`src/rtl/vram_macros.svh`:
```
`ifndef VRAM_MACROS_SVH
`define VRAM_MACROS_SVH

// VRAM geometry
`define VRAM_ADDR_W 13
`define VRAM_DATA_W 8

// CPU bus
`define AXIL_ADDR_W 16
`define AXIL_DATA_W 32
`define AXI_RESP_OKAY 2'b00
`define AXI_RESP_SLVERR 2'b10

// VRAM fills the address map below the control register
`define DMA_CTRL_ADDR 16'h2000
`define DMA_PAGE_W 5

// OAM copy
`define OAM_BYTES 160
`define OAM_IDX_W 7
`define LOCKED_READ_DATA 8'hFF

`endif

```
`src/rtl/vram_pkg.sv`:
```
`include "vram_macros.svh"

package vram_pkg;

	typedef struct packed {
		logic                    awvalid;
		logic [`AXIL_ADDR_W-1:0] awaddr;
		logic                    wvalid;
		logic [`AXIL_DATA_W-1:0] wdata;
		logic [3:0]              wstrb;
		logic                    bready;
		logic                    arvalid;
		logic [`AXIL_ADDR_W-1:0] araddr;
		logic                    rready;
	} axil_m2s_t;

	typedef struct packed {
		logic                    awready;
		logic                    wready;
		logic                    bvalid;
		logic [1:0]              bresp;
		logic                    arready;
		logic                    rvalid;
		logic [`AXIL_DATA_W-1:0] rdata;
		logic [1:0]              rresp;
	} axil_s2m_t;

	typedef struct packed {
		logic                    valid;
		logic                    we;
		logic [`VRAM_ADDR_W-1:0] addr;
		logic [`VRAM_DATA_W-1:0] wdata;
	} vram_req_t;

	typedef struct packed {
		logic                    done;
		logic [`VRAM_DATA_W-1:0] rdata;
	} vram_rsp_t;

	typedef struct packed {
		logic                    req;
		logic [`VRAM_ADDR_W-1:0] addr;
	} fetch_req_t;

	// Bank 0 takes the even bytes, bank 1 the odd ones
	typedef struct packed {
		logic                    valid;
		logic                    bank;
		logic [`OAM_IDX_W-1:0]   index;
		logic [`VRAM_DATA_W-1:0] data;
	} oam_wr_t;

	typedef enum logic [1:0] {
		SRC_NONE  = 2'd0,
		SRC_FETCH = 2'd1,
		SRC_DMA   = 2'd2,
		SRC_CPU   = 2'd3
	} vram_src_e;

endpackage

```
`src/rtl/oam_dma_engine.sv`:
```
`timescale 1ns/100ps
`default_nettype none
`include "vram_macros.svh"

module oam_dma_engine (
	input  logic                    phi,
	input  logic                    rst_n,
	input  logic                    dma_start,
	input  logic [`DMA_PAGE_W-1:0]  dma_page,
	output vram_pkg::vram_req_t     dma_req,
	input  logic                    dma_grant,
	input  logic [`VRAM_DATA_W-1:0] ram_rdata,
	output logic                    dma_active,
	output vram_pkg::oam_wr_t       oam_wr
);

	localparam logic [`OAM_IDX_W:0] LAST = (`OAM_IDX_W+1)'(`OAM_BYTES - 1);

	logic                   active_q, issue_q, rd_q;
	logic [`OAM_IDX_W:0]    cnt, rd_idx;
	logic [`DMA_PAGE_W-1:0] page_q;
	logic                   last_write;

	assign last_write = rd_q && (rd_idx == LAST);

	always_ff @(posedge phi or negedge rst_n) begin
		if (!rst_n) begin
			active_q <= 1'b0;
			issue_q  <= 1'b0;
			rd_q     <= 1'b0;
			cnt      <= '0;
		end else begin
			rd_q <= dma_grant;
			if (dma_start) begin
				active_q <= 1'b1;
				issue_q  <= 1'b1;
				cnt      <= '0;
			end else begin
				if (dma_grant) begin
					if (cnt == LAST)
						issue_q <= 1'b0;
					else
						cnt <= cnt + 1'b1;
				end
				// Busy drops only once the final byte has gone out to OAM
				if (last_write)
					active_q <= 1'b0;
			end
		end
	end

	always_ff @(posedge phi) begin
		if (dma_start)
			page_q <= dma_page;
		if (dma_grant)
			rd_idx <= cnt;
	end

	always_comb begin
		dma_req.valid = issue_q;
		dma_req.we    = 1'b0;
		dma_req.addr  = {page_q, cnt};
		dma_req.wdata = '0;
	end

	assign dma_active = active_q;

	always_comb begin
		oam_wr.valid = rd_q;
		oam_wr.bank  = rd_idx[0];
		oam_wr.index = rd_idx[`OAM_IDX_W:1];
		oam_wr.data  = ram_rdata;
	end

	a_cnt_range: assert property (@(posedge phi) disable iff (!rst_n)
		cnt <= LAST);

endmodule

`default_nettype wire

```
`config.mk`:
```
export PLATFORM = sky130hd
export DESIGN_NAME = oam_dma_engine
export DESIGN_NICKNAME = d
export VERILOG_FILES = /design/src/rtl/vram_pkg.sv /design/src/rtl/oam_dma_engine.sv
export VERILOG_INCLUDE_DIRS = /design/src /design/src/rtl
export SDC_FILE = /design/constraint.sdc
export NUM_CORES = 1
export LEC_CHECK = 0
export BUFFER_PORTS_ARGS = -buffer_cell sky130_fd_sc_hd__buf_4
export CORE_MARGIN = 2
export CORE_UTILIZATION = 44
export CTS_CLUSTER_SIZE = 14
export DETAILED_ROUTE_END_ITERATION = 12
export PLACE_DENSITY = 0.75
export SLEW_MARGIN = 20
export SYNTH_ARGS = -nofsm -noshare
export SYNTH_HDL_FRONTEND = slang
export SYNTH_SLANG_ARGS = --single-unit
export TNS_END_PERCENT = 1
```
`constraint.sdc`:
```
create_clock -name phi -period 1.95 [get_ports phi]
set_clock_uncertainty 0.15 [all_clocks]
set_input_delay 0.2925 -clock phi [delete_from_list [all_inputs] [get_ports phi]]
set_output_delay 0.2925 -clock phi [all_outputs]
set_load 0.1 [all_outputs]
```
; ---- After elaboration in Yosys (flattened, before gate mapping)
; Index checks and enable logic that the tools add are counted.
[totals]
ramBits = 0
mem_count = 0
register_bits = 24
out_inout_bits = 41
in_bits = 17
rom_bits = 0
latchBits = 0
[op_classes]
shifts = 0
mul = 0
order_cmp = 0
div_mod_pow = 0
bitwise = 0
eq_ne = 3
n_mux = 8
reduce_logical = 6
n_addsub = 1
[ops]
columns = cell, count
row1 = 2-to-1 mux 8 bit, 3
row2 = == test 8 bit (second input constant), 2
row3 = adder 8 x 1 -> 8 bit (second input constant), 1
row4 = nonzero test 2 bit, 3
row5 = 2-to-1 mux 1 bit, 5
row6 = AND reduction 2 bit, 2
row7 = != test 2 bit (second input constant), 1
row8 = logical AND 1 bit, 1

; ---- Longest topological paths before layout
[depth]
word_depth = 4
depth_mapped = 4
ltp_nobuf = 4

; ---- Worst setup path after synthesis
; OpenSTA, ideal clock, no wires.
[synth_timing]
path_kind = register to register
from = register cnt[0]
to = register cnt[5]
setup_time_ns = 0.125
n_path_buf = 0
period_less_slack_ns = 2.199
required_ns = 1.675
path_stages_with_launch = 5
arrival_time_ns = 1.924
slack_ns = -0.249
path_cell_list = dfrtp_1 -> ha_1 -> and4_4 -> a211oi_2 -> mux2_4
[synth_via]
elab_chain_len = 4
[synth_rtl]
columns = item, line_no
row1 = from (decl), oam_dma_engine.sv:20  ; logic [`OAM_IDX_W:0] cnt, rd_idx;
row2 = from (signal assigned), oam_dma_engine.sv:43  ; cnt <= cnt + 1'b1;
row3 = adder 8 x 1 -> 8 bit, oam_dma_engine.sv:43
row4 = 2-to-1 mux 8 bit, oam_dma_engine.sv:40  ; if (cnt == LAST)
row5 = 2-to-1 mux 8 bit, oam_dma_engine.sv:39  ; if (dma_grant) begin
row6 = 2-to-1 mux 8 bit, oam_dma_engine.sv:34  ; if (dma_start) begin
; Several ways; a longest one is shown, not always the timed one. The select of a mux whose other input is x is not followed.
; A chain may end at the register's enable or synchronous reset.

; ---- Worst setup path in the final report
; Ends and elaborated chain as after synthesis.

==> key figures <==
Outcome
  – Outcome: finished clean

Finish
  – Share of layout cells above drive strength 1: 0.419
  – Syn-to-layout area delta: 23.7%
  – Most frequent cells in the layout: buf_4 (32), edfxtp_1 (13), conb_1 (9)
  – Non-filler cells, final: 147
  – Final Net Count: 136
  – Antenna cell count: 0
  – Most common cell after layout, fill and taps aside: buf_4

Place
  – HPWL Detailed: 1490 microns
  – Gpl congestion: 0.751
  – Port-buffer cells: 32
  – Inst Count DP: 137

Synthesis
  – Distinct cells, synth: 31
  – Top post-synthesis cells by area: edfxtp_1 (34%), dfrtp_1 (24%), buf_4 (13%), mux2_4 (2.6%), a21oi_1 (1.8%)
  – Register bit total from synthesis: 24
  – YS warnings: 0
  – Seq/Total Area, Yosys: 0.585
  – Cell Area, Synth: 0.00114 sq mm
  – Synthesized area per cell: 12.9 sq um
  – Post-synth top area cell: edfxtp_1
  – Synth top area share: 0.343
  – Post-synthesis cell count: 88

Floorplanning
  – Initial Util: 0.463
  – Die span in x: 54.8 microns
  – Core ar.: 0.00245 sq mm
  – Die height: 54.8 microns
  – Placement row count: 18
  – Boundary Pins: 58
  – Die area: 0.00301 sq mm

Worst setup path
  – Flop2flop setup slack: 0.20 ns
  – WS Path Type: reg2reg
  – Crit-path max cell delay: 0.47 ns
  – CP max stage cell: dfrtp_2
  – Critical Path Sink Type: register
  – CP Data Arrival Time: 1.81 ns
  – CP Cell Sequence: ha_1 -> and4_4 -> a211oi_2 -> mux2_4
  – Critical Path RT: 2.01 ns
  – Worst-path fanout max: 6
  – CP startpoint kind: register

CTS
  – Clock buffer count from CTS: 3
  – CTS tree: yes
  – Resize count post-CTS: 0
  – Clock transition at path regs: 0.14 ns
  – Clk Latency, worst-skew pair: 0.32 ns
  – Clk sinks: 24
  – Root Buffer Master: clkbuf_4
  – Post-CTS setup buffers: 0
  – Clock buffer depth: 2
  – H-tree depth: 1

Timing
  – Slew Limit Fails: 0
  – Crit path time final: 1.75 ns
  – Peak Freq: 571 MHz
  – Period utilization: 0.898
  – Setup violators final: 0
  – Unrepaired setup endpoints after global routing: false
  – Setup TNS: 0 ns
  – Final hold vios: 0

Detailed routing
  – Routed WL: 2040 microns
  – Wire per inst: 13.9 microns
  – Final ANT Viol Nets: 0
  – Vias per inst: 5.06
  – Drt first-iter violations: 10
  – Via Count: 744
  – Post-route DRC: 0
  – Drt pass-1 iters: 4

Global routing
  – GRT Util Overall: 0.142
  – Number of global-route vias before repair: 649
  – Pin count of the biggest net entering global routing: 19
  – Congestion Overflow GR: 0
  – First-pass GRT wire length: 2910 microns
  – Antenna violations before repair: 0

Pwr
  – Sequential share of power: 0.460
  – Max VDD drop: 672 uV
  – Lkg Pwr: 0.000593 uW
  – Sw power: 424 uW
  – Clock power frac: 0.289
  – Sw Share: 0.341
  – Comb pwr share: 0.251
  – Power Dens Cells: 885 mW/mm^2
  – Internal power: 820 uW
  – Total power: 1240 uW

Min path
  – Hold/Removal Path Class: in2reg

Flow run
  – Max-Cap Viols: 0
==> cell usage after synthesis, drive strengths merged <==
library cell,instances
a31oi,1
a21boi,1
and3,2
nor3,2
buf,21
inv,2
nand2b,2
a211oi,3
and4,1
o21ai,2
mux2,2
mux2i,1
conb,1
nor3b,1
a21oi,4
nor2b,2
ha,1
nand4,4
nor4,1
or3,2
edfxtp,13
nand2,1
dfrtp,11
nand3,2
nor2,2
a21o,2
nor4bb,1
==> repair_timing <==
item / in CTS / in global routing
hold buffers: 5 / 1
setup endpoints to repair: 0 / 0
hold endpoints to repair: 15 / 1
==> final timing paths <==
check,from,endpoint,cells past startpoint
worst max-delay path,cnt[0]$_DFFE_PN0P_,cnt[5]$_DFFE_PN0P_,4
worst min-delay path,dma_grant,rd_q$_DFF_PN0_,1
worst max register to register,cnt[0]$_DFFE_PN0P_,cnt[5]$_DFFE_PN0P_,4
worst min register to register,issue_q$_DFFE_PN0P_,issue_q$_DFFE_PN0P_,1
max in group asynchronous,rst_n,cnt[2]$_DFFE_PN0P_,2
min in group asynchronous,rst_n,cnt[0]$_DFFE_PN0P_,2
==> kinds of logic (layout without fill, tap and decap cells) <==
logic type,after synthesis,after routing,synth area share
flops,24,24,0.585
simple gates,23,23,0.140
buf+inv,23,44,0.146
compound gates,13,13,0.0792
mux,3,3,0.0352
fa+ha+maj,1,1,0.0110
other cells,1,9,0.00330
==> critical path: cells and delay by family, from the launching register on <==
kind | cells | cell delay (ns)
compound gates | 1 | 0.25
fa+ha+maj | 1 | 0.25
flops | 1 | 0.47
mux | 1 | 0.32
simple gates | 1 | 0.21
==> area by class of cell <==
class,count,area (sq um)
Clock buffer,3,22.5
Clock inverter,1,30.0
Fill cell,205,1050
Inverter,2,7.51
Multi-Input combinational cell,49,335
Sequential cell,24,673
Tap cell,30,37.5
Timing Repair Buffer,38,300
==> routing by layer <==
metal | part of all wire | up-vias | track usage
li1 | - | 353 | -
met1 | 0.41 | 360 | 0.173
met2 | 0.51 | 26 | 0.230
met3 | 0.055 | 5 | 0.0328
met4 | 0.026 | 0 | 0.0750
met5 | 0 | - | 0
==> registers in the layout, indices dropped and copies added (netlist names) <==
register    cells
cnt             8
dma_active      1
issue_q         1
page_q          5
rd_idx          8
rd_q            1
==> power by group through the flow <==
| stage | sequential (uW) | combinational (uW) | clock (uW) |
|---|---|---|---|
| final | 573 | 313 | 359 |
| after global routing | 575 | 324 | 389 |
| after CTS | 573 | 313 | 363 |
| after detailed placement | 583 | 304 | 0 |
| after floorplan | 726 | 193 | 0 |
| after global placement | 581 | 303 | 0 |
==> metrics by stage <==
step / setup WS [ns] / area, sq um / hold WS (ns) / utilization
CTS: 0.205 / 1400 / 0.00402 / 0.569
detailed placement: 0.240 / 1290 / -0.00959 / 0.527
global placement: 0.268 / 1290 / -0.0135 / 0.527
global route: 0.171 / 1410 / 0.0171 / 0.573
floorplan: 0.00439 / 1170 / -0.153 / -
finish: 0.198 / 1410 / 0.0351 / 0.573
(Power assumes the default switching activity.)
