### src/rtl/vram_macros.svh
`ifndef VRAM_MACROS_SVH
`define VRAM_MACROS_SVH

// VRAM geometry
`define VRAM_ADDR_W 13
`define VRAM_DATA_W 8

// CPU bus
`define AXIL_ADDR_W 16
`define AXIL_DATA_W 32
`define AXI_RESP_OKAY 2'b00
`define AXI_RESP_SLVERR 2'b10

// VRAM fills the address map below the control register
`define DMA_CTRL_ADDR 16'h2000
`define DMA_PAGE_W 5

// OAM copy
`define OAM_BYTES 160
`define OAM_IDX_W 7
`define LOCKED_READ_DATA 8'hFF

`endif

### src/rtl/vram_pkg.sv
`include "vram_macros.svh"

package vram_pkg;

	typedef struct packed {
		logic                    awvalid;
		logic [`AXIL_ADDR_W-1:0] awaddr;
		logic                    wvalid;
		logic [`AXIL_DATA_W-1:0] wdata;
		logic [3:0]              wstrb;
		logic                    bready;
		logic                    arvalid;
		logic [`AXIL_ADDR_W-1:0] araddr;
		logic                    rready;
	} axil_m2s_t;

	typedef struct packed {
		logic                    awready;
		logic                    wready;
		logic                    bvalid;
		logic [1:0]              bresp;
		logic                    arready;
		logic                    rvalid;
		logic [`AXIL_DATA_W-1:0] rdata;
		logic [1:0]              rresp;
	} axil_s2m_t;

	typedef struct packed {
		logic                    valid;
		logic                    we;
		logic [`VRAM_ADDR_W-1:0] addr;
		logic [`VRAM_DATA_W-1:0] wdata;
	} vram_req_t;

	typedef struct packed {
		logic                    done;
		logic [`VRAM_DATA_W-1:0] rdata;
	} vram_rsp_t;

	typedef struct packed {
		logic                    req;
		logic [`VRAM_ADDR_W-1:0] addr;
	} fetch_req_t;

	// Bank 0 takes the even bytes, bank 1 the odd ones
	typedef struct packed {
		logic                    valid;
		logic                    bank;
		logic [`OAM_IDX_W-1:0]   index;
		logic [`VRAM_DATA_W-1:0] data;
	} oam_wr_t;

	typedef enum logic [1:0] {
		SRC_NONE  = 2'd0,
		SRC_FETCH = 2'd1,
		SRC_DMA   = 2'd2,
		SRC_CPU   = 2'd3
	} vram_src_e;

endpackage

### src/rtl/cpu_vram_port.sv
`timescale 1ns/100ps
`default_nettype none
`include "vram_macros.svh"

module cpu_vram_port (
	input  logic                   phi,
	input  logic                   rst_n,
	input  vram_pkg::axil_m2s_t    axil_m2s,
	output vram_pkg::axil_s2m_t    axil_s2m,
	output vram_pkg::vram_req_t    cpu_req,
	input  vram_pkg::vram_rsp_t    cpu_rsp,
	output logic                   dma_start,
	output logic [`DMA_PAGE_W-1:0] dma_page,
	input  logic                   dma_active
);

	logic                    awready_q, arready_q;
	logic                    bvalid_q, rvalid_q;
	logic [1:0]              bresp_q, rresp_q;
	logic [`AXIL_DATA_W-1:0] rdata_q;
	logic                    w_pend, r_pend;
	logic [`VRAM_ADDR_W-1:0] w_addr, r_addr;
	logic [`VRAM_DATA_W-1:0] w_data;
	logic                    hold_q, hold_wr_q, sel_wr;
	logic                    aw_hs, ar_hs;
	logic                    aw_vram, aw_ctrl, ar_vram, ar_ctrl;
	logic                    w_local, dma_go;

	assign aw_hs = awready_q && axil_m2s.awvalid && axil_m2s.wvalid;
	assign ar_hs = arready_q && axil_m2s.arvalid;

	assign aw_vram = (axil_m2s.awaddr < `DMA_CTRL_ADDR);
	assign aw_ctrl = (axil_m2s.awaddr == `DMA_CTRL_ADDR);
	assign ar_vram = (axil_m2s.araddr < `DMA_CTRL_ADDR);
	assign ar_ctrl = (axil_m2s.araddr == `DMA_CTRL_ADDR);

	// Writes answered straight away, without going through the VRAM slot
	assign w_local = !(aw_vram && axil_m2s.wstrb[0]);
	assign dma_go  = aw_hs && aw_ctrl && axil_m2s.wstrb[0] && !dma_active;

	// Once presented, the slot keeps its choice until done
	assign sel_wr = hold_q ? hold_wr_q : w_pend;

	always_comb begin
		cpu_req.valid = w_pend || r_pend;
		cpu_req.we    = sel_wr;
		cpu_req.addr  = sel_wr ? w_addr : r_addr;
		cpu_req.wdata = w_data;
	end

	// ################################################
	// Control

	always_ff @(posedge phi or negedge rst_n) begin
		if (!rst_n) begin
			awready_q <= 1'b0;
			arready_q <= 1'b0;
			bvalid_q  <= 1'b0;
			rvalid_q  <= 1'b0;
			w_pend    <= 1'b0;
			r_pend    <= 1'b0;
			hold_q    <= 1'b0;
			hold_wr_q <= 1'b0;
			dma_start <= 1'b0;
		end else begin
			awready_q <= axil_m2s.awvalid && axil_m2s.wvalid && !awready_q &&
				!w_pend && !bvalid_q;
			arready_q <= axil_m2s.arvalid && !arready_q && !r_pend && !rvalid_q;
			dma_start <= dma_go;

			if (bvalid_q && axil_m2s.bready)
				bvalid_q <= 1'b0;
			if (rvalid_q && axil_m2s.rready)
				rvalid_q <= 1'b0;

			if (aw_hs) begin
				if (w_local)
					bvalid_q <= 1'b1;
				else
					w_pend <= 1'b1;
			end
			if (ar_hs) begin
				if (ar_vram)
					r_pend <= 1'b1;
				else
					rvalid_q <= 1'b1;
			end

			if (cpu_rsp.done) begin
				hold_q <= 1'b0;
				if (sel_wr) begin
					w_pend   <= 1'b0;
					bvalid_q <= 1'b1;
				end else begin
					r_pend   <= 1'b0;
					rvalid_q <= 1'b1;
				end
			end else if (cpu_req.valid) begin
				hold_q    <= 1'b1;
				hold_wr_q <= sel_wr;
			end
		end
	end

	// ################################################
	// Payload

	always_ff @(posedge phi) begin
		if (aw_hs) begin
			w_addr  <= axil_m2s.awaddr[`VRAM_ADDR_W-1:0];
			w_data  <= axil_m2s.wdata[`VRAM_DATA_W-1:0];
			bresp_q <= (aw_vram || aw_ctrl) ? `AXI_RESP_OKAY : `AXI_RESP_SLVERR;
		end
		if (dma_go)
			dma_page <= axil_m2s.wdata[`DMA_PAGE_W-1:0];

		if (ar_hs) begin
			r_addr  <= axil_m2s.araddr[`VRAM_ADDR_W-1:0];
			rresp_q <= (ar_vram || ar_ctrl) ? `AXI_RESP_OKAY : `AXI_RESP_SLVERR;
			rdata_q <= ar_ctrl ? {{(`AXIL_DATA_W-1){1'b0}}, dma_active} : '0;
		end

		if (cpu_rsp.done && !sel_wr)
			rdata_q <= {{(`AXIL_DATA_W-`VRAM_DATA_W){1'b0}}, cpu_rsp.rdata};
	end

	always_comb begin
		axil_s2m.awready = awready_q;
		axil_s2m.wready  = awready_q;
		axil_s2m.bvalid  = bvalid_q;
		axil_s2m.bresp   = bresp_q;
		axil_s2m.arready = arready_q;
		axil_s2m.rvalid  = rvalid_q;
		axil_s2m.rdata   = rdata_q;
		axil_s2m.rresp   = rresp_q;
	end

	a_bvalid_hold: assert property (@(posedge phi) disable iff (!rst_n)
		axil_s2m.bvalid && !axil_m2s.bready |=> axil_s2m.bvalid && $stable(axil_s2m.bresp));

endmodule

`default_nettype wire

### config.mk
export PLATFORM = sky130hd
export DESIGN_NAME = cpu_vram_port
export DESIGN_NICKNAME = d
export VERILOG_FILES = /design/src/rtl/vram_pkg.sv /design/src/rtl/cpu_vram_port.sv
export VERILOG_INCLUDE_DIRS = /design/src /design/src/rtl
export SDC_FILE = /design/constraint.sdc
export NUM_CORES = 1
export LEC_CHECK = 0
export CORE_MARGIN = 3
export CORE_UTILIZATION = 60
export CTS_CLUSTER_DIAMETER = 40
export DETAILED_ROUTE_END_ITERATION = 7
export DONT_BUFFER_PORTS = 1
export PLACE_DENSITY = 0.76
export REMOVE_ABC_BUFFERS = 1
export SETUP_SLACK_MARGIN = 0.15
export SLEW_MARGIN = 25
export SYNTH_ARGS = -nofsm -noshare
export SYNTH_HDL_FRONTEND = slang
export SYNTH_SLANG_ARGS = --single-unit
### constraint.sdc
create_clock -name phi -period 2.15 [get_ports phi]
set_input_delay 0.1075 -clock phi [delete_from_list [all_inputs] [get_ports phi]]
set_output_delay 0.1075 -clock phi [all_outputs]
set_load 0.02 [all_outputs]
Yosys cells after proc, flatten, opt, wreduce, memory -nomap -nowiden
Cells that the tools add are included.

Word-level logic and storage cells: 79. Output and inout bits: 70. Flip-flop bits (word level): 60.

Equality and inequality tests: 2. Reductions and logical operators: 31. Bitwise logic cells: 1. $lt $le $gt $ge: 2. Muxes and demuxes: 27.

Operators with widths (number): $eq 16x14->1 const B (2); $lt 16x14->1 const B (2); $mux 1 (22); $logic_and 1x1->1 (17); $mux 8 (2); $mux 13 (1); $logic_not 1->1 (8); $mux 2 (2); $reduce_bool 2->1 (2); $logic_or 1x1->1 (3); $reduce_and 2->1 (1); $not 1->1 (1).

Longest topological paths before layout
Depth in word-level cells: 6. Gate-level depth with buffers: 5.

Worst setup path after synthesis
OpenSTA, ideal clock, no wires.

Path type: flip-flop to flip-flop. Start: reg awready_q. End: reg dma_page[0] (enable). Period minus slack after synthesis: 1.976 ns. Setup time: 0.376 ns. Stages on the path, launching flop included: 4. Path slack: 0.174 ns. Data arrival time: 1.600 ns. Data required time: 1.774 ns. Cells stage by stage: dfrtp_1 and3_1 nand2_1 nor3_1.

Cells in the longest elaborated chain, start to end: 5.

Ends and longest elaborated chain: start: declaration (line cpu_vram_port.sv:17) `logic awready_q, arready_q;`; start signal: assignment (line cpu_vram_port.sv:66) `awready_q <= axil_m2s.awvalid && axil_m2s.wvalid && !awready_q &&`; $logic_and 1x1->1 (2 in series) (line cpu_vram_port.sv:29) `assign aw_hs = awready_q && axil_m2s.awvalid && axil_m2s.wvalid;`; $logic_and 1x1->1 (3 in series) (line cpu_vram_port.sv:39) `assign dma_go = aw_hs && aw_ctrl && axil_m2s.wstrb[0] && !dma_active;`; via dma_go (line cpu_vram_port.sv:27) `logic w_local, dma_go;`; end signal: assignment (line cpu_vram_port.sv:115) `` dma_page <= axil_m2s.wdata[`DMA_PAGE_W-1:0]; ``; end: declaration (line cpu_vram_port.sv:13) `` output logic [`DMA_PAGE_W-1:0] dma_page, ``.

The timed path passes the listed nets, and every way through them passes these cells. A chain may end at the register's enable or synchronous reset.

==> results.py <==
metrics = {
    "grt": {
        "via_count_of_the_first_global_routing_pass": 1622,
        "grt_remaining_overflow": 0,
        "antenna_violations_before_repair": 0,
        "global_route_wire_length_before_repair_um": 8638,
        "grt.total_usage_pct": 24.04,
        "pin_count_of_the_biggest_net_entering_global_routing": 25,
    },
    "final_layout": {
        "design_area_mm2": 0.002968,
        "syn2layout_area_growth_pct": 22.39,
        "n_antenna_cell": 0,
        "final_layout_size_suffix_gt1_share_pct": 9.362,
        "design.final.nets": 315,
        "utilization_pct": 78.70,
    },
    "die": {
        "placementRows": 22,
        "core-area_mm2": 0.003771,
        "die_area_mm2": 0.004840,
        "top_level_ports": 155,
        "die-width_um": 69.57,
        "die_h_um": 69.57,
        "initial_core_util_pct": 64.30,
    },
    "placement": {
        "postPlaceCellArea_mm2": 0.002349,
        "placement.io_buffers": 0,
        "place_congestion": 0.7691,
        "detailed_place_hpwl_um": 3431,
    },
    "timing": {
        "final_period_minus_worst_setup_slack_ns": 1.807,
        "worst_slew_margin_pct": 64.03,
        "final-hold-violation-count": 0,
        "setup_tns_ns": 0,
        "grt_setup_unrepaired": "no",
        "period_share_pct": 84.03,
        "worst_tran_pin_value_ns": 0.5390,
        "max_freq_mhz": 553.5,
        "slew_violations": 0,
        "worst_clock_skew_ns": 0.002679,
        "final_setup_vio_count": 0,
    },
    "outcome": {
        "outcome": "finished clean",
    },
    "setup_path": {
        "worst-path-max-fanout": 13,
        "critical_path.startpoint_type": "flip-flop",
        "worstReg2RegEnd": "rdata_q[4]$_SDFFCE_PN0P_",
        "setup.worst_path.start": "hold_q$_DFFE_PN0P_",
        "regToRegSetupSlack_ns": 0.60,
        "worst_r2r_startpoint": "hold_q$_DFFE_PN0P_",
        "worst-endpoint-required_ns": 2.04,
        "critPathKind": "reg -> out",
        "arrival_ns": 1.70,
        "r2r_cells": 3,
        "end_kind": "output port",
    },
    "hold_path": {
        "hold_path_depth": 1,
        "worst_hold_startpoint": "dma_active",
        "timing.hold.worst_endpoint": "rdata_q[0]$_DFFE_PP_",
        "min_path_type": "in -> reg",
    },
    "clock_tree": {
        "cts_setup_buffers": 0,
        "tritoncts_clock_tree": "built",
        "tritoncts_num_sinks": 58,
        "clk_pin_slew_worst_paths_ns": 0.06,
        "cts.htree.levels": 3,
        "clockRootBuffer": "sky130_fd_sc_hd__clkbuf_8",
        "clock_insertion_delay_worst_skew_ns": 0.32,
        "cts-resized-gates": 0,
        "number_of_clock_buffers_inserted_by_tritoncts": 9,
        "cts_max_path_buffers": 2,
    },
    "power": {
        "cellPowerDensity_mw_per_mm2": 966.9,
        "irDropWorstVdd_v": 0.0008541,
        "p_leak_nw": 1.198,
    },
    "yosys": {
        "post_synth.cell_area_avg_um2": 13.18,
        "mappedNetlistArea_mm2": 0.002425,
        "post_synth_inst_count": 184,
        "synth_area_leader_cell": "sky130_fd_sc_hd__edfxtp_1",
        "ys.warnings.count": 0,
        "postSynthRegisterBits": 58,
        "synth_sequential_area_ratio_pct": 69.97,
        "netlist-cell-type-count": 27,
        "post_synth_main_area_contributors": "sky130_fd_sc_hd__edfxtp_1 61%, sky130_fd_sc_hd__buf_4 10%, sky130_fd_sc_hd__dfrtp_1 9.3%, sky130_fd_sc_hd__nand2_1 7.0%, sky130_fd_sc_hd__and3_1 2.3%",
        "synth_top_area_share_pct": 60.68,
    },
    "drt": {
        "drt-total-wl_um": 5476,
        "route.detailed.drc": 0,
        "routed_wire_length_per_instance_um": 19.35,
        "antenna_left": 0,
        "avgViaCountPerCell": 5.477,
        "route.vias.total": 1550,
        "first_iter_violations": 170,
        "first_drt_pass_iteration_count": 5,
    },
    "run": {
        "maxCapViolCount": 0,
    },
}
-- area by class of cell --
class,instances,area (um^2)
inverters,4,15.01
flip-flops and latches,58,1697
clock buffers,10,127.6
well taps,48,60.06
multi-input cells,111,539.3
fillers,221,803.3
repair buffers,46,447.9
clock inverters,6,81.33
-- critical path, stage by stage, from the launching register on --
cell                      delay (ns)
sky130_fd_sc_hd__dfrtp_1        0.41
sky130_fd_sc_hd__mux2i_4        0.36
sky130_fd_sc_hd__inv_2          0.17
sky130_fd_sc_hd__buf_4          0.20
sky130_fd_sc_hd__nand2_1        0.08
sky130_fd_sc_hd__nand2_1        0.16
-- Yosys cell counts --
master	count
sky130_fd_sc_hd__nand2_1	45
sky130_fd_sc_hd__a41oi_1	1
sky130_fd_sc_hd__inv_1	3
sky130_fd_sc_hd__a31o_2	1
sky130_fd_sc_hd__conb_1	1
sky130_fd_sc_hd__and4_1	1
sky130_fd_sc_hd__nor2b_1	1
sky130_fd_sc_hd__nor4_1	7
sky130_fd_sc_hd__nor3_1	4
sky130_fd_sc_hd__inv_2	1
sky130_fd_sc_hd__nor4b_1	3
sky130_fd_sc_hd__nor2_1	3
sky130_fd_sc_hd__a31oi_1	2
sky130_fd_sc_hd__buf_6	1
sky130_fd_sc_hd__clkbuf_1	1
sky130_fd_sc_hd__mux2i_4	1
sky130_fd_sc_hd__dfrtp_1	9
sky130_fd_sc_hd__buf_2	1
sky130_fd_sc_hd__a221o_1	1
sky130_fd_sc_hd__nand4_1	1
sky130_fd_sc_hd__edfxtp_1	49
sky130_fd_sc_hd__a21oi_1	2
sky130_fd_sc_hd__buf_4	33
sky130_fd_sc_hd__o31ai_1	1
sky130_fd_sc_hd__o221ai_1	1
sky130_fd_sc_hd__and3_1	9
sky130_fd_sc_hd__o21ai_0	1
-- state kept, by name, summed over array words and instances (netlist names) --
name       flops
bvalid_q       1
rdata_q        8
r_addr        13
arready_q      1
rresp_q        1
w_pend         1
dma_start      1
hold_wr_q      1
w_data         8
awready_q      1
dma_page       5
r_pend         1
bresp_q        1
rvalid_q       1
hold_q         1
w_addr        13
-- metrics by stage --
step | total power [mW] | std cells | hold WS, ns | setup WS, ns
6_report | 2.870 | 283 | 0.01522 | 0.3433
5_1_grt | 2.988 | 283 | 0.0002671 | 0.2585
4_1_cts | 2.873 | 283 | 0.004149 | 0.3542
3_5_place_dp | 1.772 | 226 | -0.1879 | 0.6375
3_3_place_gp | 1.756 | 226 | -0.1879 | 0.6506
2_1_floorplan | 1.696 | 173 | -0.1881 | -0.1006
-- worst max-delay path by stage --
stage / slack (ns) / cells after the start / endpoint
5_1_grt: 0.26 / 5 / cpu_req[14]
3_3_place_gp: 0.65 / 4 / dma_page[4]$_DFFE_PP_
6_report: 0.34 / 5 / cpu_req[14]
3_5_place_dp: 0.64 / 3 / rdata_q[3]$_SDFFCE_PN0P_
2_1_floorplan: -0.10 / 3 / dma_page[0]$_DFFE_PP_
4_1_cts: 0.35 / 5 / cpu_req[16]
-- what timing repair did --
action	4_1_cts	5_1_grt
endpoints found under the hold margin	56	0
hold buffers	41	0
setup endpoints to repair	0	0
-- routing by layer --
layer / GRT usage [%] / wire (um) / vias up / share of wire (%)
met5: 0 / 0 / - / 0
met4: 8.026 / 80 / 0 / 1.5
met3: 12.46 / 756 / 8 / 14
met2: 37.61 / 2587 / 121 / 47
met1: 28.76 / 2050 / 729 / 37
li1: - / - / 692 / -
-- power by group --
group	internal, mW	switching (mW)	leakage (nW)
combinational	0.127	0.277	0.523
sequential	1.31	0.106	0.571
clock	0.644	0.403	0.104
-- placed cells by master (no fill, tap or decap), types with 2 or more instances in the layout --
cell type	synthesis	final
sky130_fd_sc_hd__dlygate4sd3_1	0	41
sky130_fd_sc_hd__nand2_1	45	45
sky130_fd_sc_hd__and3_1	9	9
sky130_fd_sc_hd__a31oi_1	2	2
sky130_fd_sc_hd__nor4b_1	3	3
sky130_fd_sc_hd__nor4_1	7	7
sky130_fd_sc_hd__inv_1	3	3
sky130_fd_sc_hd__nor3_1	4	4
sky130_fd_sc_hd__bufinv_16	0	2
sky130_fd_sc_hd__nor2_1	3	3
sky130_fd_sc_hd__clkbuf_8	0	9
sky130_fd_sc_hd__a21oi_1	2	2
sky130_fd_sc_hd__dfrtp_1	9	9
sky130_fd_sc_hd__clkinv_2	0	2
sky130_fd_sc_hd__conb_1	1	26
sky130_fd_sc_hd__buf_4	33	5
sky130_fd_sc_hd__edfxtp_1	49	49
-- logic make-up after synthesis --
group / synth area share [%]
muxes: 0.9287
AOI/OAI and AO/OA: 2.941
and+or+nand+nor: 14.34
other: 0.1547
buffers and inverters: 11.66
DFF: 69.97
Note: power is estimated with default switching activity, not from simulation.
