### config.mk
export PLATFORM = sky130hd
export DESIGN_NAME = vram_interface
export DESIGN_NICKNAME = d
export VERILOG_FILES = /design/src/rtl/vram_pkg.sv /design/src/rtl/vram_interface.sv
export VERILOG_INCLUDE_DIRS = /design/src /design/src/rtl
export SDC_FILE = /design/constraint.sdc
export NUM_CORES = 1
export LEC_CHECK = 0
export ABC_AREA = 1
export BUFFER_PORTS_ARGS = -buffer_cell sky130_fd_sc_hd__buf_2
export CORE_MARGIN = 1.5
export CORE_UTILIZATION = 31
export DETAILED_ROUTE_END_ITERATION = 8
export GPL_ROUTABILITY_DRIVEN = 0
export GPL_TIMING_DRIVEN = 0
export PLACE_DENSITY = 0.85
export SYNTH_ARGS = -nofsm -noshare
export SYNTH_HDL_FRONTEND = slang
export SYNTH_SLANG_ARGS = --single-unit
### constraint.sdc
create_clock -name phi -period 4.05 [get_ports phi]
set_input_delay 0.6075 -clock phi [delete_from_list [all_inputs] [get_ports phi]]
set_output_delay 0.6075 -clock phi [all_outputs]
set_load 0.05 [all_outputs]
### src/rtl/vram_macros.svh
`ifndef VRAM_MACROS_SVH
`define VRAM_MACROS_SVH

// VRAM geometry
`define VRAM_ADDR_W 13
`define VRAM_DATA_W 8

// CPU bus
`define AXIL_ADDR_W 16
`define AXIL_DATA_W 32
`define AXI_RESP_OKAY 2'b00
`define AXI_RESP_SLVERR 2'b10

// VRAM fills the address map below the control register
`define DMA_CTRL_ADDR 16'h2000
`define DMA_PAGE_W 5

// OAM copy
`define OAM_BYTES 160
`define OAM_IDX_W 7
`define LOCKED_READ_DATA 8'hFF

`endif

### src/rtl/vram_pkg.sv
`include "vram_macros.svh"

package vram_pkg;

	typedef struct packed {
		logic                    awvalid;
		logic [`AXIL_ADDR_W-1:0] awaddr;
		logic                    wvalid;
		logic [`AXIL_DATA_W-1:0] wdata;
		logic [3:0]              wstrb;
		logic                    bready;
		logic                    arvalid;
		logic [`AXIL_ADDR_W-1:0] araddr;
		logic                    rready;
	} axil_m2s_t;

	typedef struct packed {
		logic                    awready;
		logic                    wready;
		logic                    bvalid;
		logic [1:0]              bresp;
		logic                    arready;
		logic                    rvalid;
		logic [`AXIL_DATA_W-1:0] rdata;
		logic [1:0]              rresp;
	} axil_s2m_t;

	typedef struct packed {
		logic                    valid;
		logic                    we;
		logic [`VRAM_ADDR_W-1:0] addr;
		logic [`VRAM_DATA_W-1:0] wdata;
	} vram_req_t;

	typedef struct packed {
		logic                    done;
		logic [`VRAM_DATA_W-1:0] rdata;
	} vram_rsp_t;

	typedef struct packed {
		logic                    req;
		logic [`VRAM_ADDR_W-1:0] addr;
	} fetch_req_t;

	// Bank 0 takes the even bytes, bank 1 the odd ones
	typedef struct packed {
		logic                    valid;
		logic                    bank;
		logic [`OAM_IDX_W-1:0]   index;
		logic [`VRAM_DATA_W-1:0] data;
	} oam_wr_t;

	typedef enum logic [1:0] {
		SRC_NONE  = 2'd0,
		SRC_FETCH = 2'd1,
		SRC_DMA   = 2'd2,
		SRC_CPU   = 2'd3
	} vram_src_e;

endpackage

### src/rtl/vram_interface.sv
`timescale 1ns/100ps
`default_nettype none
`include "vram_macros.svh"

module vram_interface (
	input  logic                    phi,
	input  logic                    rst_n,

	input  vram_pkg::fetch_req_t    fetch,
	output logic [`VRAM_DATA_W-1:0] fetch_data,
	output logic                    fetch_valid,

	input  logic                    rendering,

	input  vram_pkg::vram_req_t     dma_req,
	output logic                    dma_grant,

	input  vram_pkg::vram_req_t     cpu_req,
	output vram_pkg::vram_rsp_t     cpu_rsp,

	output logic [`VRAM_ADDR_W-1:0] ram_addr,
	output logic                    ram_we,
	output logic [`VRAM_DATA_W-1:0] ram_wdata,
	input  logic [`VRAM_DATA_W-1:0] ram_rdata
);

	vram_pkg::vram_src_e src;
	vram_pkg::vram_src_e owner_q;
	logic                locked_q;
	logic                cpu_inflight;

	// ################################################
	// Grant

	// The port keeps its request up through the done cycle
	assign cpu_inflight = (owner_q == vram_pkg::SRC_CPU);

	always_comb begin
		src = vram_pkg::SRC_NONE;
		if (fetch.req)
			src = vram_pkg::SRC_FETCH;
		else if (dma_req.valid && !rendering)
			src = vram_pkg::SRC_DMA;
		else if (cpu_req.valid && !cpu_inflight)
			src = vram_pkg::SRC_CPU;
	end

	assign dma_grant = (src == vram_pkg::SRC_DMA);

	// ################################################
	// Array steering

	always_comb begin
		case (src)
			vram_pkg::SRC_FETCH: ram_addr = fetch.addr;
			vram_pkg::SRC_DMA:   ram_addr = dma_req.addr;
			default:             ram_addr = cpu_req.addr;
		endcase
	end

	// A locked CPU write never reaches the array
	assign ram_we    = (src == vram_pkg::SRC_CPU) && cpu_req.we && !rendering;
	assign ram_wdata = cpu_req.wdata;

	// ################################################
	// Read data return

	always_ff @(posedge phi or negedge rst_n) begin
		if (!rst_n) begin
			owner_q  <= vram_pkg::SRC_NONE;
			locked_q <= 1'b0;
		end else begin
			owner_q  <= src;
			locked_q <= (src == vram_pkg::SRC_CPU) && rendering;
		end
	end

	assign fetch_valid = (owner_q == vram_pkg::SRC_FETCH);
	assign fetch_data  = ram_rdata;

	always_comb begin
		cpu_rsp.done  = cpu_inflight;
		cpu_rsp.rdata = locked_q ? `LOCKED_READ_DATA : ram_rdata;
	end

	// A finished CPU access was granted in a cycle without fetch traffic
	a_cpu_behind_fetch: assert property (@(posedge phi) disable iff (!rst_n)
		cpu_rsp.done |-> $past(!fetch.req));

	a_no_write_rendering: assert property (@(posedge phi) disable iff (!rst_n)
		ram_we |-> !rendering);

endmodule

`default_nettype wire

Word-level counts from Yosys, hierarchy flattened
Cells that the tools add are included.
{"block": "op_classes", "order_cmp": 0, "reduce_logical": 7, "bitwise_logic": 0, "shift": 0, "div": 0, "eq_ne": 5, "mux": 5, "add_sub_neg": 0, "multipliers": 0}
{"cell": "$pmux 13 s2", "n": 1}
{"cell": "$mux 8", "n": 1}
{"cell": "$eq 2x2->1 const B", "n": 3}
{"cell": "$mux 2", "n": 3}
{"cell": "$logic_and 1x1->1", "n": 5}
{"cell": "$eq 2x1->1 const B", "n": 2}
{"cell": "$logic_not 1->1", "n": 2}
{"block": "word_totals", "ram_bits": 0, "n_memories": 0, "ff_bits": 3, "latch_bits": 0, "rom_bits": 0}

Logic depth before layout (Yosys ltp)
Gate-level depths: netlist of the first run.
{"block": "logic_depth", "ltp_word": 9, "ltp_mapped": 10}

Worst setup path before layout of the first run
Ideal clock, no wire load.
{"block": "synth_path", "kind": "input to output", "start": "input port fetch[13] (netlist name)", "end": "output port ram_addr[0]", "arrival_time_ps": 1993, "stages": 8, "setup_slack_ps": 1449, "cell_sequence": "buf_6 -> buf_12 -> a21oi_1 -> ha_1 -> inv_2 -> buf_6 -> nand2_1 -> nand2_1"}
{"block": "synth_via", "elab_chain_cells": 3, "word_cells_on_any_way": 4}
{"element": "from (decl)", "line": "vram_interface.sv:9", "source": "input vram_pkg::fetch_req_t fetch,"}
{"element": "$mux 2 (*)", "line": "vram_interface.sv:40", "source": "if (fetch.req)"}
{"element": "named net src[1]", "line": "vram_interface.sv:27", "source": "vram_pkg::vram_src_e src;"}
{"element": "$eq 2x2->1 or $eq 2x1->1 (tied branches)", "line": "vram_interface.sv:54", "source": "case (src)"}
{"element": "$pmux 13 s2 (*)", "line": "vram_interface.sv:54"}
{"element": "to (decl)", "line": "vram_interface.sv:21", "source": "output logic [`VRAM_ADDR_W-1:0] ram_addr,"}
Mark *: on every way through the listed nets, which the timed path passes. The rest lies on a longest branch.

Worst setup path in the final report of the first run
{"block": "layout_path", "start": "input port fetch[13] (netlist name)", "end": "output port ram_addr[2]"}
Same word-level chain as after synthesis.

==> results of run 1 <==
[per-layer routing]
metal | vias to the layer above | track usage, % | part of all wire, %
met5 | - | 0 | 0
met2 | 51 | 28.2 | 53
met3 | 2 | 1.72 | 8.3
li1 | 565 | - | -
met1 | 433 | 17.8 | 38
met4 | 0 | 5.26 | 0.57
[metrics by stage]
step                      std cells  instance area (sq um)  power (W)  worst slack [ps]
after CTS                       257                   1260   0.000351              1310
after global routing            257                   1260   0.000372              1130
after detailed placement        253                   1230   0.000297              1310
final                           257                   1260   0.000347              1330
after floorplan                 132                    731   0.000232              1450
after global placement          253                   1230   0.000294              1350
[layout make-up]
class | instances | area (sq um) | share of cell area [%]
Timing Repair Buffer | 93 | 465 | 37.0
Clock buffer | 4 | 26.3 | 2.09
Sequential cell | 3 | 75.1 | 5.97
Inverter | 6 | 22.5 | 1.79
Buffer | 22 | 185 | 14.7
Multi-Input combinational cell | 101 | 448 | 35.6
Tap cell | 28 | 35.0 | 2.79
[where the power goes]
group          switching, W  internal, W
Sequential       0.00000138    0.0000320
Combinational      0.000183    0.0000787
Clock             0.0000153    0.0000369
Total              0.000200     0.000148
[cell usage after synthesis, drive strengths merged]
master	count
inv	6
or2	8
o21bai	1
nor2	5
ha	3
dfrtp	3
a21oi	1
nand2	83
buf	22
[cells by family (layout without fill, tap and decap cells)]
logic type / Yosys count / count (layout) / synth area share (%)
AND/OR/NAND/NOR: 96 / 96 / 54.5
AO/OA/AOI/OAI: 2 / 2 / 1.71
adder cells (fa/ha/maj): 3 / 3 / 5.14
flip-flops: 3 / 3 / 10.3
buffers and inverters: 28 / 125 / 28.4
[state kept, by name (all words and copies together), names as in the netlist]
| signal | count |
|---|---|
| locked_q | 1 |
| owner_q | 2 |
[how the worst max path moves through the flow]
stage / to / slack (ps) / depth (start not counted)
detailed placement: ram_addr[3] / 1310 / 9
finish: ram_addr[2] / 1330 / 9
global route: ram_addr[4] / 1130 / 11
floorplan: ram_addr[0] / 1450 / 8
global placement: ram_addr[2] / 1350 / 9
CTS: ram_addr[2] / 1310 / 9
==> results.py, run 1 <==
metrics = {
    "global_routing": {
        "antenna_found_initial": 0,
        "grt_pass1_vias": 814,
        "overflow": 0,
        "grt_max_degree": 11,
        "grt_pass1_wl_um": 3150,
        "grt_usage_pct": 15.2,
    },
    "clock_network": {
        "cts_setup_buffers": 0,
        "cts.sinks": 3,
        "clk_latency_ps": 230,
        "root_buffer": "clkbuf_4",
        "clockBufferDepth": 2,
        "post_cts_resized": 0,
        "h-tree-depth": 1,
        "tritoncts": "yes",
        "cts_buffers": 3,
        "hold_buffers": 0,
        "clkTransAtPathRegs_ps": 40,
    },
    "critical_path": {
        "crit_path_end_kind": "output port",
        "path_cells": "buf_6 -> buf_12 -> a21oi_1 -> ha_1 -> inv_2 -> buf_6 -> nand2_1 -> nand2_1 -> buf_2",
        "start_kind": "input pin",
        "reg2reg_depth": 6,
        "path_delay_family": "buffers and inverters",
        "worstPathRequired_ps": 3440,
        "cp_num_buf_inv": 5,
        "r2r_end": "locked_q$_DFF_PN0_",
        "startpoint": "fetch[13]",
        "max_stage_delay_ps": 360,
        "r2r_start": "owner_q[1]$_DFF_PN0_",
        "slowest_stage": "ha_1",
        "rrSetupSlack_ps": 2810,
        "path_class": "input pin to output port",
        "critPathMaxFanout": 10,
        "arrival_ps": 2110,
    },
    "routing": {
        "dr.pass1.iters": 4,
        "vias": 1051,
        "wl_per_cell_um": 8.21,
        "vias_per_cell": 4.09,
        "ant_nets": 0,
        "first_iter_violations": 13,
        "finalWirelength_um": 2110,
        "drc": 0,
    },
    "final_layout": {
        "drive_above_1_share_pct": 58.5,
        "final_core_util_pct": 56.8,
        "fill_cells": 225,
        "nets": 304,
        "final_cell_mix": "buf_2, nand2_1, buf_4, or2_2, nand2_2",
        "syn_to_final_growth_pct": 72.1,
        "layout_commonest_cell": "buf_2",
        "n_antenna_cell": 0,
    },
    "timing": {
        "timing.fmax_ghz": 0.368,
        "period_share_pct": 67.1,
        "slew_violations": 0,
        "whs_ps": 161,
        "worst_pin_slew_ps": 328,
        "skew_ps": 3.88,
        "setup_viol_count_final": 0,
        "fin_crit_ps": 2720,
        "tns_ps": 0,
        "max-slew-margin-rel_pct": 78.2,
        "hold_violations": 0,
        "rsz0062_at_grt": "no",
    },
    "placement": {
        "port_buffers": 93,
        "hpwl_um": 1850,
    },
    "power_and_ir_drop": {
        "p_leak_nw": 0.883,
        "ir_worst_vdd_mv": 0.164,
        "p_per_area_nw_per_um2": 276,
    },
    "synth": {
        "yosysTopAreaCell": "nand2_1",
        "ys_ff_latch": 3,
        "synthDistinctLibCells": 13,
        "synth_seq_area_share_pct": 10.3,
        "synth.net_count": 206,
        "syn-cell-area_sq_um": 731,
        "synthTopCellsByArea": "nand2_1, buf_4, dfrtp_1, or2_2, nand2_2",
        "synth_cells": 132,
        "yosysWarnings": 0,
        "synth_area_per_cell_sq_um": 5.54,
        "synth_top_area_share_pct": 39.0,
    },
    "die": {
        "start_util_pct": 33.0,
        "die_w_um": 51.6,
        "dieArea_sq_um": 2660,
        "coreArea_sq_um": 2210,
        "io_pins": 112,
        "rows": 17,
        "die_h_um": 51.6,
    },
    "run_status": {
        "status": "complete, no violations",
    },
    "hold_path": {
        "min_path_type": "input pin to asynchronous set/reset pin",
    },
    "job": {
        "max_cap_viol_count": 0,
    },
}
No activity file was read; power rests on OpenSTA's default activity.
==> run 2: changes to the inputs <==
CORE_UTILIZATION = 26   (was 31)
PLACE_DENSITY = 0.76   (was 0.85)
clock period = 2.25 ns   (was 4.05 ns; I/O delays follow)
==> run 2 against run 1 <==
Effect of this change: clock power is 85% higher; largest cell class unchanged; critical endpoint is now ram_addr[0]; flip-flop and latch count unchanged; power up 96%; highest routed layer is now met3; largest power group unchanged; combinational power rose by 100%.
==> results.py, run 2 (same netlist as run 1, synthesis figures left out) <==
metrics = {
    "routing": {
        "wl_per_cell_um": 8.87,
        "first_iter_violations": 23,
        "drc": 0,
        "finalWirelength_um": 2330,
        "wl_met1_um": 883,
        "routed.top_layer": "met3",
        "dr.pass1.iters": 4,
        "vias": 1062,
        "vias_per_cell": 4.04,
        "wl_met3_um": 171,
        "ant_nets": 0,
        "met2_wirelength_um": 1280,
    },
    "power_and_ir_drop": {
        "p_comb_share_pct": 76.9,
        "ir_worst_vdd_mv": 0.295,
        "switching_share_pct": 55.5,
        "power_w": 0.000680,
        "p_per_area_nw_per_um2": 491,
        "pwr-share-seq_pct": 8.9,
        "switching_power_w": 0.000377,
        "internal-power_w": 0.000303,
        "p_leak_nw": 0.911,
        "pwr-share-clk_pct": 14.2,
    },
    "global_routing": {
        "grt_pass1_vias": 899,
        "grt_usage_pct": 13.4,
        "grt_max_degree": 11,
        "antenna_found_initial": 0,
        "grt_pass1_wl_um": 3540,
        "overflow": 0,
    },
    "die": {
        "die_w_um": 56.0,
        "coreArea_sq_um": 2710,
        "die_h_um": 56.0,
        "start_util_pct": 27.0,
        "dieArea_sq_um": 3140,
        "rows": 19,
        "io_pins": 112,
    },
    "timing": {
        "worst_pin_slew_ps": 259,
        "slew_violations": 0,
        "setup_viol_count_final": 0,
        "skew_ps": 1.84,
        "hold_violations": 0,
        "fin_crit_ps": 2160,
        "period_share_pct": 96.1,
        "timing.fmax_ghz": 0.462,
        "max-slew-margin-rel_pct": 82.8,
    },
    "clock_network": {
        "clockBufferDepth": 2,
        "h-tree-depth": 1,
        "clkTransAtPathRegs_ps": 40,
        "cts.sinks": 3,
        "cts_buffers": 3,
        "tritoncts": "yes",
        "clk_latency_ps": 230,
        "root_buffer": "clkbuf_4",
    },
    "final_layout": {
        "regMostFlops": "owner_q",
        "multiInputGateArea_sq_um": 495,
        "stdcell_count": 263,
        "fill_cells": 319,
        "drive_above_1_share_pct": 61.6,
        "largest_reg_flops": 2,
        "reg_top3": "owner_q (2), locked_q (1)",
        "seq_area_sq_um": 75.1,
        "nets": 307,
        "n_antenna_cell": 0,
        "final_cell_mix": "buf_2, nand2_1, buf_4, nand2_2",
        "syn_to_final_growth_pct": 89.4,
        "layout_commonest_cell": "buf_2",
    },
    "critical_path": {
        "worstPathRequired_ps": 1910,
        "start_kind": "register",
        "path_class": "register to output port",
        "path_delay_family": "simple AND/OR/NAND/NOR gates",
        "path_cells": "nand2_2 -> nand2_2 -> a21oi_4 -> ha_4 -> buf_4 -> nand2_1 -> nand2_1 -> nand2_1 -> nand2_1 -> buf_6",
        "max_stage_delay_ps": 380,
        "cp_num_buf_inv": 2,
        "slowest_stage": "dfrtp_1",
        "crit_path_end_kind": "output port",
        "critPathMaxFanout": 10,
        "arrival_ps": 1830,
        "reg2reg_depth": 6,
        "cp_common_cell": "nand2_1",
        "cp_num_cells": 10,
    },
    "placement": {
        "dp_cells": 256,
        "hpwl_um": 1840,
        "port_buffers": 93,
    },
    "hold_path": {
        "min_path_type": "input pin to register",
        "hold-path-cell-count": 3,
    },
    "run_status": {
        "status": "complete, no violations",
    },
    "job": {
        "max_cap_viol_count": 0,
    },
}
-- run 2: area by class of cell --
class	count	area share [%]
plain buffers	22	13.4
clock buffers	4	1.90
inverters	6	1.81
multi-input cells	101	35.8
flip-flops and latches	3	5.42
well taps	31	2.80
repair buffers	96	38.9
-- run 2: power groups by stage --
stage	clock network, W	registers, W	logic (W)
floorplan	0	0.0000601	0.000357
global placement	0	0.0000607	0.000472
detailed placement	0	0.0000608	0.000474
CTS	0.0000998	0.0000602	0.000494
global route	0.000103	0.0000614	0.000556
finish	0.0000966	0.0000606	0.000522
-- run 2: per-layer routing --
layer	track usage (%)	vias to the layer above
li1	-	574
met1	15.9	442
met2	24.5	46
met3	1.16	0
met4	5.44	0
met5	0	-
-- run 2: through the flow --
stage	hold slack, ps	worst slack, ps	util [%]	TNS, ps	cell area (sq um)
after detailed placement	135	70.7	45.6	0	1230
after floorplan	41.9	189	-	0	731
after global routing	350	-34.0	51.1	-238	1380
after global placement	132	51.0	45.6	0	1230
final	335	86.7	51.1	0	1380
after CTS	330	2.30	48.0	0	1300
-- run 2: what timing repair did --
item / 4_1_cts / 5_1_grt
buffers inserted: 0 / 2
resized for setup: 11 / 16
hold endpoints to repair: 3 / 0
setup endpoints to repair: 10 / 13
hold buffers: 1 / 0
pin swaps: 0 / 3
-- run 2: path summary, 6_finish.rpt --
check                                      from                   end  slack [ps]
max                        owner_q[1]$_DFF_PN0_           ram_addr[0]          90
min in group asynchronous                 rst_n    locked_q$_DFF_PN0_         440
min reg2reg                owner_q[0]$_DFF_PN0_  owner_q[1]$_DFF_PN0_         670
max reg2reg                owner_q[1]$_DFF_PN0_    locked_q$_DFF_PN0_        1130
max in group asynchronous                 rst_n  owner_q[0]$_DFF_PN0_        1710
min                                   rendering    locked_q$_DFF_PN0_         340
-- run 2: worst register-to-register path, stage by stage (launching register included) --
cell and delay (ps):
dfrtp_1 380, nand2_2 90, nand2_2 90, a21oi_4 260, ha_4 170, nand2_1 40
inv_1 40
